`src/aluPkg.sv`:
```
/*
 * Integer ALU opcodes and the result rule shared by the ALU and checkers.
 * Operands are 32 bit. Shifts use only the low 5 bits of operand B.
 * slt is a signed compare and returns 0 or 1 zero extended.
 */
`default_nettype none

package aluPkg;

    localparam int aluWidth   = 32;   // Operand and result width
    localparam int shamtWidth = 5;    // Shift amount bits taken from operand B

    // Opcode encoding as carried in dispatch and issue records
    typedef enum logic [2:0] {
        aluAdd = 3'd0,
        aluSub = 3'd1,
        aluAnd = 3'd2,
        aluOr  = 3'd3,
        aluXor = 3'd4,
        aluSll = 3'd5,
        aluSrl = 3'd6,
        aluSlt = 3'd7
    } aluOpT;

    function automatic logic [aluWidth-1:0] aluCompute(input aluOpT op,
                                                       input logic [aluWidth-1:0] a,
                                                       input logic [aluWidth-1:0] b);
        logic [shamtWidth-1:0] shamt;
        logic [aluWidth-1:0]   result;
        shamt = b[shamtWidth-1:0];                 // Upper bits of B ignored
        case (op)
            aluAdd:  result = a + b;
            aluSub:  result = a - b;
            aluAnd:  result = a & b;
            aluOr:   result = a | b;
            aluXor:  result = a ^ b;
            aluSll:  result = a << shamt;
            aluSrl:  result = a >> shamt;           // Logical, zero fill
            aluSlt:  result = {{(aluWidth-1){1'b0}}, ($signed(a) < $signed(b))};
            default: result = '0;
        endcase
        return result;
    endfunction

endpackage

`default_nettype wire

```
`src/tomasuloPkg.sv`:
```
/*
 * Sizes and record types of the issue core.
 * Operand value is only meaningful with ready set, tag only with it clear.
 * Depends on aluPkg for the opcode type, compile that first.
 */
`default_nettype none

package tomasuloPkg;

    localparam int tagWidth  = 5;                  // ROB tag width
    localparam int dataWidth = aluPkg::aluWidth;   // Same width as the ALU datapath
    localparam int rsDepth   = 4;                  // Reservation station entries

    typedef logic [tagWidth-1:0]  tagT;
    typedef logic [dataWidth-1:0] dataT;

    // One source operand, either a value or the tag of its producer
    typedef struct packed {
        logic ready;
        tagT  tag;
        dataT value;
    } operandT;

    // Instruction as handed over by the dispatcher
    typedef struct packed {
        aluPkg::aluOpT op;
        tagT           destTag;
        operandT       srcA;
        operandT       srcB;
    } dispatchT;

    // Instruction leaving the array, both operands resolved
    typedef struct packed {
        aluPkg::aluOpT op;
        tagT           destTag;
        dataT          valueA;
        dataT          valueB;
    } issueT;

    // Common data bus broadcast
    typedef struct packed {
        logic valid;
        tagT  tag;
        dataT value;
    } cdbT;

endpackage

`default_nettype wire
```
`src/aluUnit.sv`:
```
/*
 * Two-stage integer ALU feeding the CDB.
 * Accepts one instruction per cycle, result broadcast two edges later.
 * Sole CDB driver, no arbitration.
 */
`timescale 1ns/1ps
`default_nettype none

module aluUnit (
    input  logic              clock,
    input  logic              reset,
    input  logic              issueValid,
    input  tomasuloPkg::issueT issue,
    output tomasuloPkg::cdbT   cdb
);

    import tomasuloPkg::*;
    import aluPkg::*;

    // Stage 1, computed result
    logic s1Valid;
    tagT  s1Tag;
    dataT s1Result;

    // Stage 2, broadcast register
    logic cdbValid;
    tagT  cdbTag;
    dataT cdbValue;

    ////////////////////////////////////////////////////////////////////////////
    // Valid pipeline
    ////////////////////////////////////////////////////////////////////////////

    always_ff @(posedge clock) begin
        if (reset) begin
            s1Valid  <= 1'b0;
            cdbValid <= 1'b0;
        end else begin
            s1Valid  <= issueValid;
            cdbValid <= s1Valid;   // One-cycle pulse per result
        end
    end

    ////////////////////////////////////////////////////////////////////////////
    // Datapath
    ////////////////////////////////////////////////////////////////////////////

    always_ff @(posedge clock) begin
        if (issueValid) begin
            s1Tag    <= issue.destTag;
            s1Result <= aluCompute(issue.op, issue.valueA, issue.valueB);
        end
        if (s1Valid) begin
            cdbTag   <= s1Tag;    // Hold last broadcast otherwise
            cdbValue <= s1Result;
        end
    end

    assign cdb = '{valid: cdbValid, tag: cdbTag, value: cdbValue};

    // Every issued tag is broadcast exactly two edges later
    issueToCdb : assert property (@(posedge clock) disable iff (reset)
        issueValid |=> ##1 (cdb.valid && (cdb.tag == $past(issue.destTag, 2))))
        else $error("aluUnit: issued tag missing from CDB two cycles later");

endmodule

`default_nettype wire

```
`src/issueCore.sv`:
```
/*
 * Issue core top, reservation stations plus a single ALU.
 * The ALU's CDB output wakes the entries and is also the result port.
 * Idle-core latency from dispatch strobe to CDB pulse is 3 cycles.
 */
`timescale 1ns/1ps
`default_nettype none

module issueCore (
    input  logic                 clock,
    input  logic                 reset,
    input  logic                 dispatchValid,
    input  tomasuloPkg::dispatchT dispatch,
    output logic                 rsFull,
    output tomasuloPkg::cdbT      cdb      // Results, also fed back internally
);

    import tomasuloPkg::*;

    logic  issueValid;   // Array to ALU strobe
    issueT issue;

    ////////////////////////////////////////////////////////////////////////////
    // Scheduling
    ////////////////////////////////////////////////////////////////////////////

    rsArray u_rsArray (
        .clock         (clock),
        .reset         (reset),
        .dispatchValid (dispatchValid),
        .dispatch      (dispatch),
        .cdb           (cdb),          // Wakeup path
        .rsFull        (rsFull),
        .issueValid    (issueValid),
        .issue         (issue)
    );

    ////////////////////////////////////////////////////////////////////////////
    // Execution
    ////////////////////////////////////////////////////////////////////////////

    aluUnit u_aluUnit (
        .clock      (clock),
        .reset      (reset),
        .issueValid (issueValid),
        .issue      (issue),
        .cdb        (cdb)
    );

endmodule

`default_nettype wire

```
`src/rsArray.sv`:
```
/*
 * Reservation station array with allocation, selection and issue register.
 * Dispatch goes to the lowest free entry, issue takes the lowest ready one.
 * No back-pressure anywhere. The dispatcher must watch rsFull.
 * Destination tags in flight are assumed distinct.
 */
`timescale 1ns/1ps
`default_nettype none

module rsArray (
    input  logic                 clock,
    input  logic                 reset,
    input  logic                 dispatchValid,   // One-cycle strobe
    input  tomasuloPkg::dispatchT dispatch,
    input  tomasuloPkg::cdbT      cdb,
    output logic                 rsFull,          // Combinational from busy bits
    output logic                 issueValid,
    output tomasuloPkg::issueT    issue
);

    import tomasuloPkg::*;

    logic [rsDepth-1:0] busyVec;    // Per-entry occupancy
    logic [rsDepth-1:0] readyVec;   // Per-entry issue request
    logic [rsDepth-1:0] loadVec;    // One-hot allocation
    logic [rsDepth-1:0] freeVec;    // One-hot selection
    issueT              contentsArr [rsDepth];
    issueT              issueNext;

    logic  issueValidReg;
    issueT issueReg;

    // Lowest set bit as a one-hot grant, used for both encoders
    function automatic logic [rsDepth-1:0] lowestSet(input logic [rsDepth-1:0] req);
        logic [rsDepth-1:0] grant;
        logic               found;
        grant = '0;
        found = 1'b0;
        for (int i = 0; i < rsDepth; i++) begin
            if (req[i] && !found) begin
                grant[i] = 1'b1;
                found    = 1'b1;
            end
        end
        return grant;
    endfunction

    ////////////////////////////////////////////////////////////////////////////
    // Entries
    ////////////////////////////////////////////////////////////////////////////

    for (genvar e = 0; e < rsDepth; e++) begin : gEntry
        rsEntry u_entry (
            .clock    (clock),
            .reset    (reset),
            .load     (loadVec[e]),
            .loadData (dispatch),        // Same record to all, load picks one
            .cdb      (cdb),
            .free     (freeVec[e]),
            .busy     (busyVec[e]),
            .ready    (readyVec[e]),
            .contents (contentsArr[e])
        );
    end

    // Allocation and selection
    assign loadVec = dispatchValid ? lowestSet(~busyVec) : '0;
    assign freeVec = lowestSet(readyVec);   // Oldest index wins, not oldest age
    assign rsFull  = &busyVec;

    // One-hot mux of the selected entry
    always_comb begin
        issueNext = contentsArr[0];
        for (int i = 0; i < rsDepth; i++) begin
            if (freeVec[i]) begin
                issueNext = contentsArr[i];
            end
        end
    end

    ////////////////////////////////////////////////////////////////////////////
    // Issue register
    ////////////////////////////////////////////////////////////////////////////

    always_ff @(posedge clock) begin
        if (reset) begin
            issueValidReg <= 1'b0;
        end else begin
            issueValidReg <= |readyVec;   // Same edge frees the entry
        end
    end

    always_ff @(posedge clock) begin
        if (|readyVec) begin
            issueReg <= issueNext;
        end
    end

    assign issueValid = issueValidReg;
    assign issue      = issueReg;

    // Dispatcher protocol, no strobe while full
    noDispatchWhenFull : assert property (@(posedge clock) disable iff (reset)
        dispatchValid |-> !rsFull)
        else $error("rsArray: dispatch while rsFull is high");

    // At most one entry turns busy per edge
    singleLoad : assert property (@(posedge clock) disable iff (reset)
        $onehot0(busyVec & ~$past(busyVec)))
        else $error("rsArray: more than one entry loaded in a cycle");

endmodule

`default_nettype wire

```
`src/rsEntry.sv`:
```
/*
 * Single reservation station entry.
 * load must only hit a free entry, free only a ready one.
 * A load snoops the live CDB so a same-cycle broadcast is not missed.
 * Contents are presented unconditionally, qualify with ready.
 */
`timescale 1ns/1ps
`default_nettype none

module rsEntry (
    input  logic                 clock,
    input  logic                 reset,
    input  logic                 load,      // Write a new instruction this cycle
    input  tomasuloPkg::dispatchT loadData,
    input  tomasuloPkg::cdbT      cdb,       // Live broadcast for wakeup
    input  logic                 free,      // Selected for issue, release entry
    output logic                 busy,
    output logic                 ready,     // Busy with both operands resolved
    output tomasuloPkg::issueT    contents
);

    import tomasuloPkg::*;

    logic     busyReg;    // Entry holds an instruction
    dispatchT entryReg;   // Opcode, dest tag and both operands

    // Resolve an operand against the CDB, unchanged when no tag match
    function automatic operandT snoop(input operandT src, input cdbT bus);
        operandT result;
        result = src;
        if (!src.ready && bus.valid && (bus.tag == src.tag)) begin
            result.ready = 1'b1;
            result.value = bus.value;
        end
        return result;
    endfunction

    ////////////////////////////////////////////////////////////////////////////
    // Occupancy
    ////////////////////////////////////////////////////////////////////////////

    always_ff @(posedge clock) begin
        if (reset) begin
            busyReg <= 1'b0;
        end else if (load) begin
            busyReg <= 1'b1;
        end else if (free) begin
            busyReg <= 1'b0;   // Leaves with the issue register load
        end
    end

    ////////////////////////////////////////////////////////////////////////////
    // Operand capture and wakeup
    ////////////////////////////////////////////////////////////////////////////

    always_ff @(posedge clock) begin
        if (load) begin
            entryReg.op      <= loadData.op;
            entryReg.destTag <= loadData.destTag;
            entryReg.srcA    <= snoop(loadData.srcA, cdb);   // Catch producer finishing now
            entryReg.srcB    <= snoop(loadData.srcB, cdb);
        end else if (busyReg) begin
            // Waiting operands pick up a matching broadcast
            entryReg.srcA <= snoop(entryReg.srcA, cdb);
            entryReg.srcB <= snoop(entryReg.srcB, cdb);
        end
    end

    assign busy  = busyReg;
    assign ready = busyReg && entryReg.srcA.ready && entryReg.srcB.ready;

    assign contents = '{op:      entryReg.op,
                        destTag: entryReg.destTag,
                        valueA:  entryReg.srcA.value,
                        valueB:  entryReg.srcB.value};

    // Allocation in the array must only pick free entries
    loadOnlyWhenFree : assert property (@(posedge clock) disable iff (reset)
        load |-> !busyReg)
        else $error("rsEntry: load into a busy entry");

    // Selection in the array must only pick ready entries
    freeOnlyWhenReady : assert property (@(posedge clock) disable iff (reset)
        free |-> ready)
        else $error("rsEntry: free of an entry that is not ready");

endmodule

`default_nettype wire

```
`config.mk`:
```
export PLATFORM = sky130hd
export DESIGN_NAME = issueCore
export DESIGN_NICKNAME = d
export VERILOG_FILES = /design/src/aluPkg.sv /design/src/tomasuloPkg.sv /design/src/aluUnit.sv /design/src/issueCore.sv /design/src/rsArray.sv /design/src/rsEntry.sv
export SDC_FILE = /design/constraint.sdc
export NUM_CORES = 1
export LEC_CHECK = 0
export BUFFER_PORTS_ARGS = -buffer_cell sky130_fd_sc_hd__buf_2
export CORE_MARGIN = 4
export CORE_UTILIZATION = 30
export DETAILED_ROUTE_END_ITERATION = 16
export GPL_ROUTABILITY_DRIVEN = 0
export PLACE_DENSITY = 0.56
export SLEW_MARGIN = 25
export SYNTH_ARGS = -nofsm -noshare
export SYNTH_HDL_FRONTEND = slang
export SYNTH_HIERARCHICAL = 1
export SYNTH_SLANG_ARGS = --single-unit
```
`constraint.sdc`:
```
create_clock -name clock -period 3.7 [get_ports clock]
set_input_delay 0.37 -clock clock [delete_from_list [all_inputs] [get_ports clock]]
set_output_delay 0.37 -clock clock [all_outputs]
set_load 0.02 [all_outputs]
```
==> metrics.md, run 1 <==
| Metric | Value |
|---|---|
| Status | `completed` |
| CTS max path bufs | `3` |
| # DRC | `0` |
| Depth of the most critical reg-to-reg path | `12` |
| Vias | `roughly 23000` |
| Mapped Cells | `3056` |
| Netlist cell types | `91` |
| Total GRT Usage | `0.171` |
| Grt ovf | `0` |
| Largest family of logic cells by synthesized area | `multiplexers` |
| Drt wl/cell | `about 23 um` |
| Synth Area in Adders | `0.0378` |
| Die Width | `approximately 340 um` |
| Register area | `about 0.015 mm^2` |
| Reg2reg end | `u_aluUnit/s1Result[27]$_DFFE_PP_` |
| Setup-failing EPs final | `0` |
| Worst Hold Depth | `2` |
| Initial Utilization | `0.304` |
| CTS Buf Count | `52` |
| Worst Min Path Start | `reset` |
| Final critical-path required period | `approximately 3600 ps` |
| Nets@finish | `around 3100` |
| Final hold vios | `0` |
| Fillers | `about 11000` |
| Vias in the first global route | `~22000` |
| Mean Syn Cell Area | `~11 um^2` |
| Fin Hold WS | `between 50 and 60 ps` |
| First-pass GRT wire length | `~150000 um` |
| Seq pwr share | `0.446` |
| CP endpoint kind | `register` |
| Worst VDD drop | `~0.00038 V` |
| Max-cap check violation count | `0` |
| Post-route clock period utilization | `0.964` |
| CP arrival | `about 4000 ps` |
| Area leader, netlist | `edfxtp_1` |
| Logic pwr share | `0.154` |
| Flops & latches, synth | `489` |
| Clk sinks | `489` |
| Synth cell count leaders | `edfxtp_1 (482), buf_4 (296), nand2_1 (239), a21oi_1 (191), o21ai_0 (159)` |
| R2r setup slk | `around 130 ps` |
| Cell with the most instances after synthesis | `edfxtp_1` |
| Synth Area in Simple Gates | `0.115` |
| Core ar. | `0.109 mm^2` |
| Total Power | `around 14 mW` |
| Main synth FF type | `edfxtp_1` |
| Area of the multi-input gates | `~0.015 mm^2` |
| Fin cells | `4430` |
| Port bufs | `125` |
| Initial antenna violation count | `8` |
| Crit path kind | `reg2reg` |
| Share of cells above drive strength 1 | `0.272` |
| Worst-path clk slew | `~60 ps` |
| Seq/Total Area, Yosys | `0.440` |
| Root buffer cell | `clkbuf_16` |
| Switching share of power | `0.260` |
| Xor and xnor area share after synthesis | `0.0190` |
| Critical R2R Launch | `u_rsArray/issue[2]$_DFFE_PP_` |
| Pwr dens | `between 400 and 500 mW/mm^2` |
| Clock skew | `between 20 and 25 ps` |
| H-tree levels | `2` |
| Antenna viol nets, final | `0` |
| Highest clock rate | `280 MHz` |
| Leakage power | `approximately 13 nW` |
| Ports | `roughly 130` |
| Maximum fanout along the worst path | `32` |
| Post-Synthesis Net Count | `about 3200` |
| Largest net degree at the start of global routing | `a little under 100` |
| First drt pass iteration count | `8` |
| Post-synth ARST share | `0` |
| Util after Layout | `0.329` |
| Max-slew violations | `0` |
| Worst slew margin | `0.370` |
| CP startpoint | `u_rsArray/issue[2]$_DFFE_PP_` |
| Rows | `around 120` |
| Post-synth EDFFs | `482` |
| Hold Path End | `u_rsArray/issueValid$_SDFF_PP0_` |
| CTS tree | `yes` |
| RSZ-0062 raised after global routing | `false` |
| Worst Max-Slew Pin Slew | `around 950 ps` |
| Synthesized area | `0.0332 mm^2` |
| Clk network pwr share | `0.400` |
| YS warnings | `6` |
| Hold/Removal Path Class | `in2reg` |
| Die ar. | `between 0.1 and 0.15 mm^2` |
| Internal power | `10.6 mW` |
| Final HPWL DP | `70500 um` |
| Psw | `approximately 3.7 mW` |
| Critical Path Start Type | `register` |
| Area grow syn2layout | `8.21%` |
| Initial DRC count | `between 2000 and 2500` |
| WP data required | `4060 ps` |
| Complex-gate fraction of the synthesized area | `0.138` |
| Die extent in y | `341 um` |
| Area contributors post-synth | `edfxtp_1 (44%), buf_4 (6.7%), mux2_4 (5.2%)` |
| DR vias/cell | `roughly 5.3` |
| Placed instance count | `around 4300` |
| Routed WL | `about 100000 um` |
| Post-synthesis mux area share | `0.140` |
| Worst-Skew Late Latency | `~610 ps` |
| Synth top area share | `0.436` |
==> power groups by stage <==
stage / Clock (mW) / Combinational (mW) / Sequential [mW]
after floorplan: 0 / 1.47 / 6.52
after global placement: 0 / 2.15 / 6.53
after detailed placement: 0 / 2.16 / 6.54
after CTS: 5.88 / 2.17 / 6.42
after global routing: 6.10 / 2.36 / 6.44
final: 5.75 / 2.22 / 6.42
==> registers in the layout (all words and copies together), names as in the netlist, 4 cells and up <==
| register | cells |
|---|---|
| u_rsArray/gEntry.u_entry/contents | 288 |
| u_rsArray/issue | 72 |
| u_rsArray/gEntry.u_entry/entryReg | 48 |
| u_aluUnit/cdbValue | 32 |
| u_aluUnit/s1Result | 32 |
| u_aluUnit/cdbTag | 5 |
| u_aluUnit/s1Tag | 5 |
| u_rsArray/gEntry.u_entry/busy | 4 |
==> critical path: stages (launching register included) <==
cell and delay, ps:
edfxtp_1 420, inv_1 100, buf_4 410, ha_1 310
o311ai_4 150, a21oi_2 250, a221oi_2 100, buf_4 170
nor3_2 280, o2111a_1 320, nor2_1 90, a221o_1 380
a221o_1 330
==> cell usage in the layout, fill, tap and decap left out, types with 19 or more instances in the layout <==
cell and instances:
or3b_2 72, clkbuf_16 53, mux2i_1 43, o22ai_1 29, nand3_1 28, and2_1 51
buf_12 19, nand2_1 239, o211ai_1 26, a221o_1 22, o21ai_1 71, buf_4 126
nor3_1 28, a21oi_1 190, mux4_2 37, mux2_2 147, a211oi_1 24, nor2b_1 19
inv_1 113, nor2_1 132, a221oi_1 19, nand2b_1 86, xor2_1 25, xnor2_1 47
ha_1 97, mux2_4 116, buf_2 125, o21ai_0 159, edfxtp_1 482
==> how the worst max path moves through the flow <==
stage	end	depth (start not counted)
3_3_place_gp	u_aluUnit/s1Result[16]$_DFFE_PP_	12
2_1_floorplan	u_aluUnit/s1Result[27]$_DFFE_PP_	15
4_1_cts	u_aluUnit/s1Result[25]$_DFFE_PP_	14
6_report	u_aluUnit/s1Result[27]$_DFFE_PP_	12
3_5_place_dp	u_aluUnit/s1Result[25]$_DFFE_PP_	14
5_1_grt	u_aluUnit/s1Result[25]$_DFFE_PP_	14
==> layer usage <==
metal  routed length (um)  GRT usage  vias up
li1                     -          -    10600
met2                50000      0.290      983
met1                42800      0.220    11600
met4                 3580     0.0577        0
met3                 6950     0.0274      202
met5                    0          0        -
==> cell type report <==
type | instances | area share
tap | 1476 | 0.0514
timing repair buffer | 279 | 0.0570
multi-input combinational | 1958 | 0.419
inverter | 127 | 0.0134
sequential | 489 | 0.407
clock inverter | 33 | 0.0133
clock buffer | 64 | 0.0384
antenna | 4 | 0.000279
==> through the flow <==
stage          setup slack [ps]  TNS [ps]  cell area, um^2
2_1_floorplan             -1.42     -1.42            33200
3_3_place_gp                218         0            33900
3_5_place_dp                174         0            33900
4_1_cts                     155         0            35900
5_1_grt                    12.0         0            35900
6_report                    133         0            35900
==> kinds of logic (layout without fill, tap and decap cells) <==
kind of cell | after synthesis | after routing
AOI/OAI and AO/OA | 707 | 707
xor gates and xnor gates | 72 | 72
adders and majority gates | 99 | 99
buffers and inverters | 609 | 503
DFF | 489 | 489
muxes | 343 | 343
other | 0 | 4
and+or+nand+nor | 737 | 737
==> timing repair <==
item | in CTS | in global routing
endpoints found under the setup margin | 0 | 6
hold endpoints to repair | 32 | 0
buffers inserted | 0 | 0
resized for setup | 0 | 4
hold buffers | 8 | 0
No activity file was read; power rests on OpenSTA's default activity.
==> run 2, diff against run 1 <==
- CORE_MARGIN: 4 -> not set
- PLACE_DENSITY: 0.56 -> 0.49
==> metrics.md, run 2 (same netlist as run 1, synthesis figures left out) <==
| Metric | Value |
|---|---|
| Status | `completed` |
| DR vias/cell | `5.24` |
| Worst Max-Slew Pin Slew | `~900 ps` |
| Clock skew | `about 47 ps` |
| Final HPWL DP | `between 70000 and 80000 um` |
| Area grow syn2layout | `7.90%` |
| CP endpoint kind | `register` |
| Initial antenna violation count | `3` |
| Initial Utilization | `0.304` |
| Leakage power | `around 13 nW` |
| RSZ-0062 raised after global routing | `false` |
| Util after Layout | `0.328` |
| Worst slew margin | `0.389` |
| Family with the most delay on the worst path | `compound AO/OA/AOI/OAI gates` |
| Die ar. | `between 0.1 and 0.15 mm^2` |
| Maximum fanout along the worst path | `4` |
| Post-route clock period utilization | `0.962` |
| Hold/Removal Path Class | `in2reg` |
| Crit-path cells | `inv_1 > ha_1 > nor3_2 > o311ai_4 > a21oi_2 > a221oi_2 > buf_4 > nor3_2 > o2111a_1 > nor2_1 > a221o_1 > a221o_1` |
| Critical Path Start Type | `register` |
| First-pass GRT wire length | `between 150000 and 200000 um` |
| Setup-failing EPs final | `0` |
| Setup tns final | `0 ps` |
| Pwr dens | `between 400 and 500 mW/mm^2` |
| Critical path's slowest cell | `edfxtp_1` |
| Worst-Skew Late Latency | `approximately 650 ps` |
| Clk sinks | `489` |
| CTS max path bufs | `3` |
| Antenna viol nets, final | `0` |
| Total Power | `14.4 mW` |
| Final critical-path required period | `3560 ps` |
| Max-slew violations | `0` |
| Max-cap check violation count | `0` |
| WP data required | `4090 ps` |
| Worst Path Buf+Inv | `2` |
| Nets@finish | `3073` |
| Initial DRC count | `2136` |
| Total GRT Usage | `0.185` |
| Commonest non-fill, non-tap cell in the layout | `edfxtp_1` |
| Rows | `about 120` |
| Fin cells | `between 4000 and 5000` |
| CP peak stage delay | `between 400 and 500 ps` |
| Die extent in y | `about 330 um` |
| Worst-path clk slew | `70 ps` |
| First drt pass iteration count | `7` |
| Worst VDD drop | `0.000329 V` |
| Ports | `roughly 130` |
| Most frequent cells in the layout | `edfxtp_1 (482), nand2_1 (239), a21oi_1 (191)` |
| Core ar. | `approximately 0.11 mm^2` |
| Highest clock rate | `between 200 and 300 MHz` |
| Pre-CTS WS | `around 38 ps` |
| Placed instance count | `roughly 4300` |
| Vias | `around 23000` |
| Largest register FFs | `about 290` |
| Routed WL | `between 100000 and 150000 um` |
| Root buffer cell | `clkbuf_16` |
| Final hold vios | `0` |
| # DRC | `0` |
| CP arrival | `about 4000 ps` |
| Vias in the first global route | `22400` |
| Largest net degree at the start of global routing | `about 110` |
| CTS Buf Count | `53` |
| Crit path kind | `reg2reg` |
| CTS tree | `yes` |
| Share of cells above drive strength 1 | `0.268` |
| Die Width | `335 um` |
| Grt ovf | `0` |
| H-tree levels | `2` |
| Port bufs | `around 130` |
| Drt wl/cell | `~24 um` |
| Final WS setup | `142 ps` |
## run 2: cell count changes in the layout (fill, tap and decap cells not counted), moves of 2 or more
cell,previous run,this run
buf_4,126,100
clkbuf_1,10,8
clkinv_1,6,4
bufinv_16,12,9
diode_2,4,2
buf_12,19,23
clkinv_4,2,4
clkbuf_8,1,7
## run 2: cell type report
cell class | instances | area [um^2]
diodes | 2 | 5.00
clock buffers | 68 | 1450
clock inverters | 30 | 409
fillers | 11200 | 73500
inverters | 127 | 482
multi-input cells | 1958 | 15100
flip-flops and latches | 489 | 14600
well taps | 1476 | 1850
repair buffers | 258 | 1940
## run 2: power by group
group | total, mW | internal, mW | switching, mW
Sequential | 6.42 | 6.31 | 0.114
Clock | 5.78 | 3.41 | 2.37
Combinational | 2.22 | 0.835 | 1.39
Total | 14.4 | 10.6 | 3.86
## run 2: per-stage QoR
| step | hold slack, ps | area, um^2 |
|---|---|---|
| final | 85.6 | 35800 |
| after global routing | 63.9 | 35800 |
| after CTS | 54.0 | 35800 |
| after detailed placement | 405 | 33800 |
| after global placement | 404 | 33800 |
| after floorplan | 400 | 33200 |
## run 2: timing repair
| item | 4_1_cts | 5_1_grt |
|---|---|---|
| endpoints found under the setup margin | 0 | 9 |
| setup buffers | 0 | 0 |
| hold endpoints to repair | 39 | 0 |
| hold buffers | 9 | 0 |
| gates resized for setup | 0 | 4 |
## run 2: layer usage
metal  track usage  share of wire
met1         0.249           0.44
met2         0.305           0.47
met3        0.0239          0.051
met4        0.0650          0.037
met5             0        0.00013
## run 2: worst paths after layout
kind,from,to,slack [ps],cells past startpoint
worst min-delay path,dispatch[28],u_rsArray/gEntry[3].u_entry/contents[28]$_DFFE_PP_,90,2
worst min register to register,u_aluUnit/s1Result[4]$_DFFE_PP_,u_aluUnit/cdbValue[4]$_DFFE_PP_,410,0
worst max register to register,u_rsArray/issue[1]$_DFFE_PP_,u_aluUnit/s1Result[27]$_DFFE_PP_,140,12
worst max-delay path,u_rsArray/issue[1]$_DFFE_PP_,u_aluUnit/s1Result[27]$_DFFE_PP_,140,12
==> run 3, diff against run 2 <==
- RECOVER_POWER: not set -> 100
==> metrics.md, run 3 (same netlist as run 1, synthesis figures left out) <==
| Metric | Value |
|---|---|
| First-pass GRT wire length | `around 150000 um` |
| WP data required | `4070 ps` |
| Clock skew | `~44 ps` |
| Initial Utilization | `0.304` |
| Ports | `around 130` |
| Die Width | `about 330 um` |
| Worst-path clk slew | `70 ps` |
| Final critical-path required period | `~3600 ps` |
| First drt pass iteration count | `6` |
| CP startpoint | `u_rsArray/issue[32]$_DFFE_PP_` |
| H-tree levels | `2` |
| Leakage power | `12.1 nW` |
| Status | `finished, violations left` |
| Nets@finish | `roughly 3100` |
| Die extent in y | `~330 um` |
| DR vias/cell | `around 5.2` |
| Failing checks | `max-capacitance violations, max-slew violations` |
| Max-cap check violation count | `4` |
| Clk sinks | `between 400 and 500` |
| Largest register FFs | `288` |
| Final hold vios | `0` |
| CTS max path bufs | `3` |
| Crit path kind | `reg2reg` |
| Fillers | `between 10000 and 15000` |
| Core ar. | `0.109 mm^2` |
| Worst VDD drop | `~0.00032 V` |
| Post-route clock period utilization | `0.965` |
| Highest clock rate | `around 280 MHz` |
| Crit-path cells | `inv_1 > ha_1 > fa_1 > o21bai_1 > a21oi_1 > o311ai_1 > a31oi_2 > nand2_1 > a311o_1 > a221o_1 > o21ai_0 > nand3_1` |
| Share of cells above drive strength 1 | `0.202` |
| Worst Max-Slew Pin Slew | `~1900 ps` |
| Hold/Removal Path Class | `in2reg` |
| Initial DRC count | `2131` |
| Root buffer cell | `clkbuf_16` |
| Grt ovf | `0` |
| Port bufs | `about 130` |
| Final WS setup | `between 100 and 150 ps` |
| Maximum fanout along the worst path | `5` |
| Post-CTS Setup Inserts | `0` |
| Setup-failing EPs final | `0` |
| Critical Path Start Type | `register` |
| Max-slew violations | `between 100 and 150` |
| Vias | `approximately 23000` |
| Die ar. | `roughly 0.11 mm^2` |
| Family with the most delay on the worst path | `compound AO/OA/AOI/OAI gates` |
| Worst Path Buf+Inv | `1` |
| Commonest non-fill, non-tap cell in the layout | `edfxtp_1` |
| Vias in the first global route | `22400` |
| Largest net degree at the start of global routing | `112` |
| Critical R2R Launch | `u_rsArray/issue[32]$_DFFE_PP_` |
| Pre-CTS WS | `~38 ps` |
| Worst-Skew Late Latency | `650 ps` |
| Rows | `roughly 120` |
| CTS Buf Count | `53` |
| CP peak stage delay | `between 500 and 600 ps` |
| Worst slew margin | `-0.259` |
| Final HPWL DP | `approximately 72000 um` |
| # DRC | `0` |
| CTS tree | `yes` |
| Total GRT Usage | `0.185` |
| Most frequent cells in the layout | `edfxtp_1 (482), nand2_1 (239), o21ai_0 (210)` |
| Antenna viol nets, final | `0` |
| Routed WL | `~110000 um` |
| Area grow syn2layout | `5.41%` |
| Pwr dens | `between 400 and 500 mW/mm^2` |
| Critical path's slowest cell | `a31oi_2` |
| Initial antenna violation count | `3` |
| Drt wl/cell | `24.1 um` |
| Worst Min Path Start | `dispatch[30]` |
| Setup tns final | `0 ps` |
| RSZ-0062 raised after global routing | `false` |
| CP arrival | `about 3900 ps` |
| CP endpoint kind | `register` |
run 3: cell count changes in the layout (fill, tap and decap cells not counted), sizes merged:
cell	previous run	this run
inv	129	130
diode	2	1
clkinv	17	16
buf	249	165
clkbuf	68	152
run 3: routing by layer:
metal | up-vias | wire length, um | global-route usage
li1 | 10600 | - | -
met1 | 11500 | 47000 | 0.249
met2 | 755 | 50000 | 0.305
met3 | 214 | 5310 | 0.0239
met4 | 2 | 3970 | 0.0650
met5 | - | 14 | 0
run 3: cell type report:
cell class | instances | area, um^2 | area share
tap | 1476 | 1850 | 0.0528
antenna | 1 | 2.50 | 0.0000715
timing repair buffer | 258 | 1630 | 0.0466
inverter | 127 | 479 | 0.0137
sequential | 489 | 14600 | 0.418
multi-input combinational | 1958 | 14600 | 0.416
clock buffer | 68 | 1450 | 0.0415
clock inverter | 30 | 409 | 0.0117
run 3: timing repair:
action                                 CTS  global route
endpoints found under the hold margin   39             0
hold buffers                             9             0
gates resized for setup                  0             4
setup endpoints to repair                0             9
run 3: report_power, final:
group          total (mW)  internal, mW  switching (mW)
Clock                5.78          3.41            2.37
Combinational        2.13         0.760            1.37
Sequential           6.42          6.31           0.113
Total                14.3          10.5            3.85
run 3: final timing paths:
path                                                             end  slack [ps]  cells after the start
setup / recovery                    u_aluUnit/s1Result[18]$_DFFE_PP_         130                     12
hold reg to reg                      u_aluUnit/cdbValue[4]$_DFFE_PP_         410                      0
setup reg to reg                    u_aluUnit/s1Result[18]$_DFFE_PP_         130                     12
hold / removal    u_rsArray/gEntry[1].u_entry/contents[30]$_DFFE_PP_          60                      2
run 3: through the flow:
stage	area, um^2	hold WS (ps)	std cells	power [mW]	util
2_1_floorplan	33200	400	3056	7.99	-
3_3_place_gp	33800	404	4298	8.71	0.309
3_5_place_dp	33800	405	4298	8.72	0.309
4_1_cts	35800	54.0	4405	14.5	0.327
5_1_grt	35000	50.6	4407	14.8	0.320
6_report	35000	61.4	4407	14.3	0.320
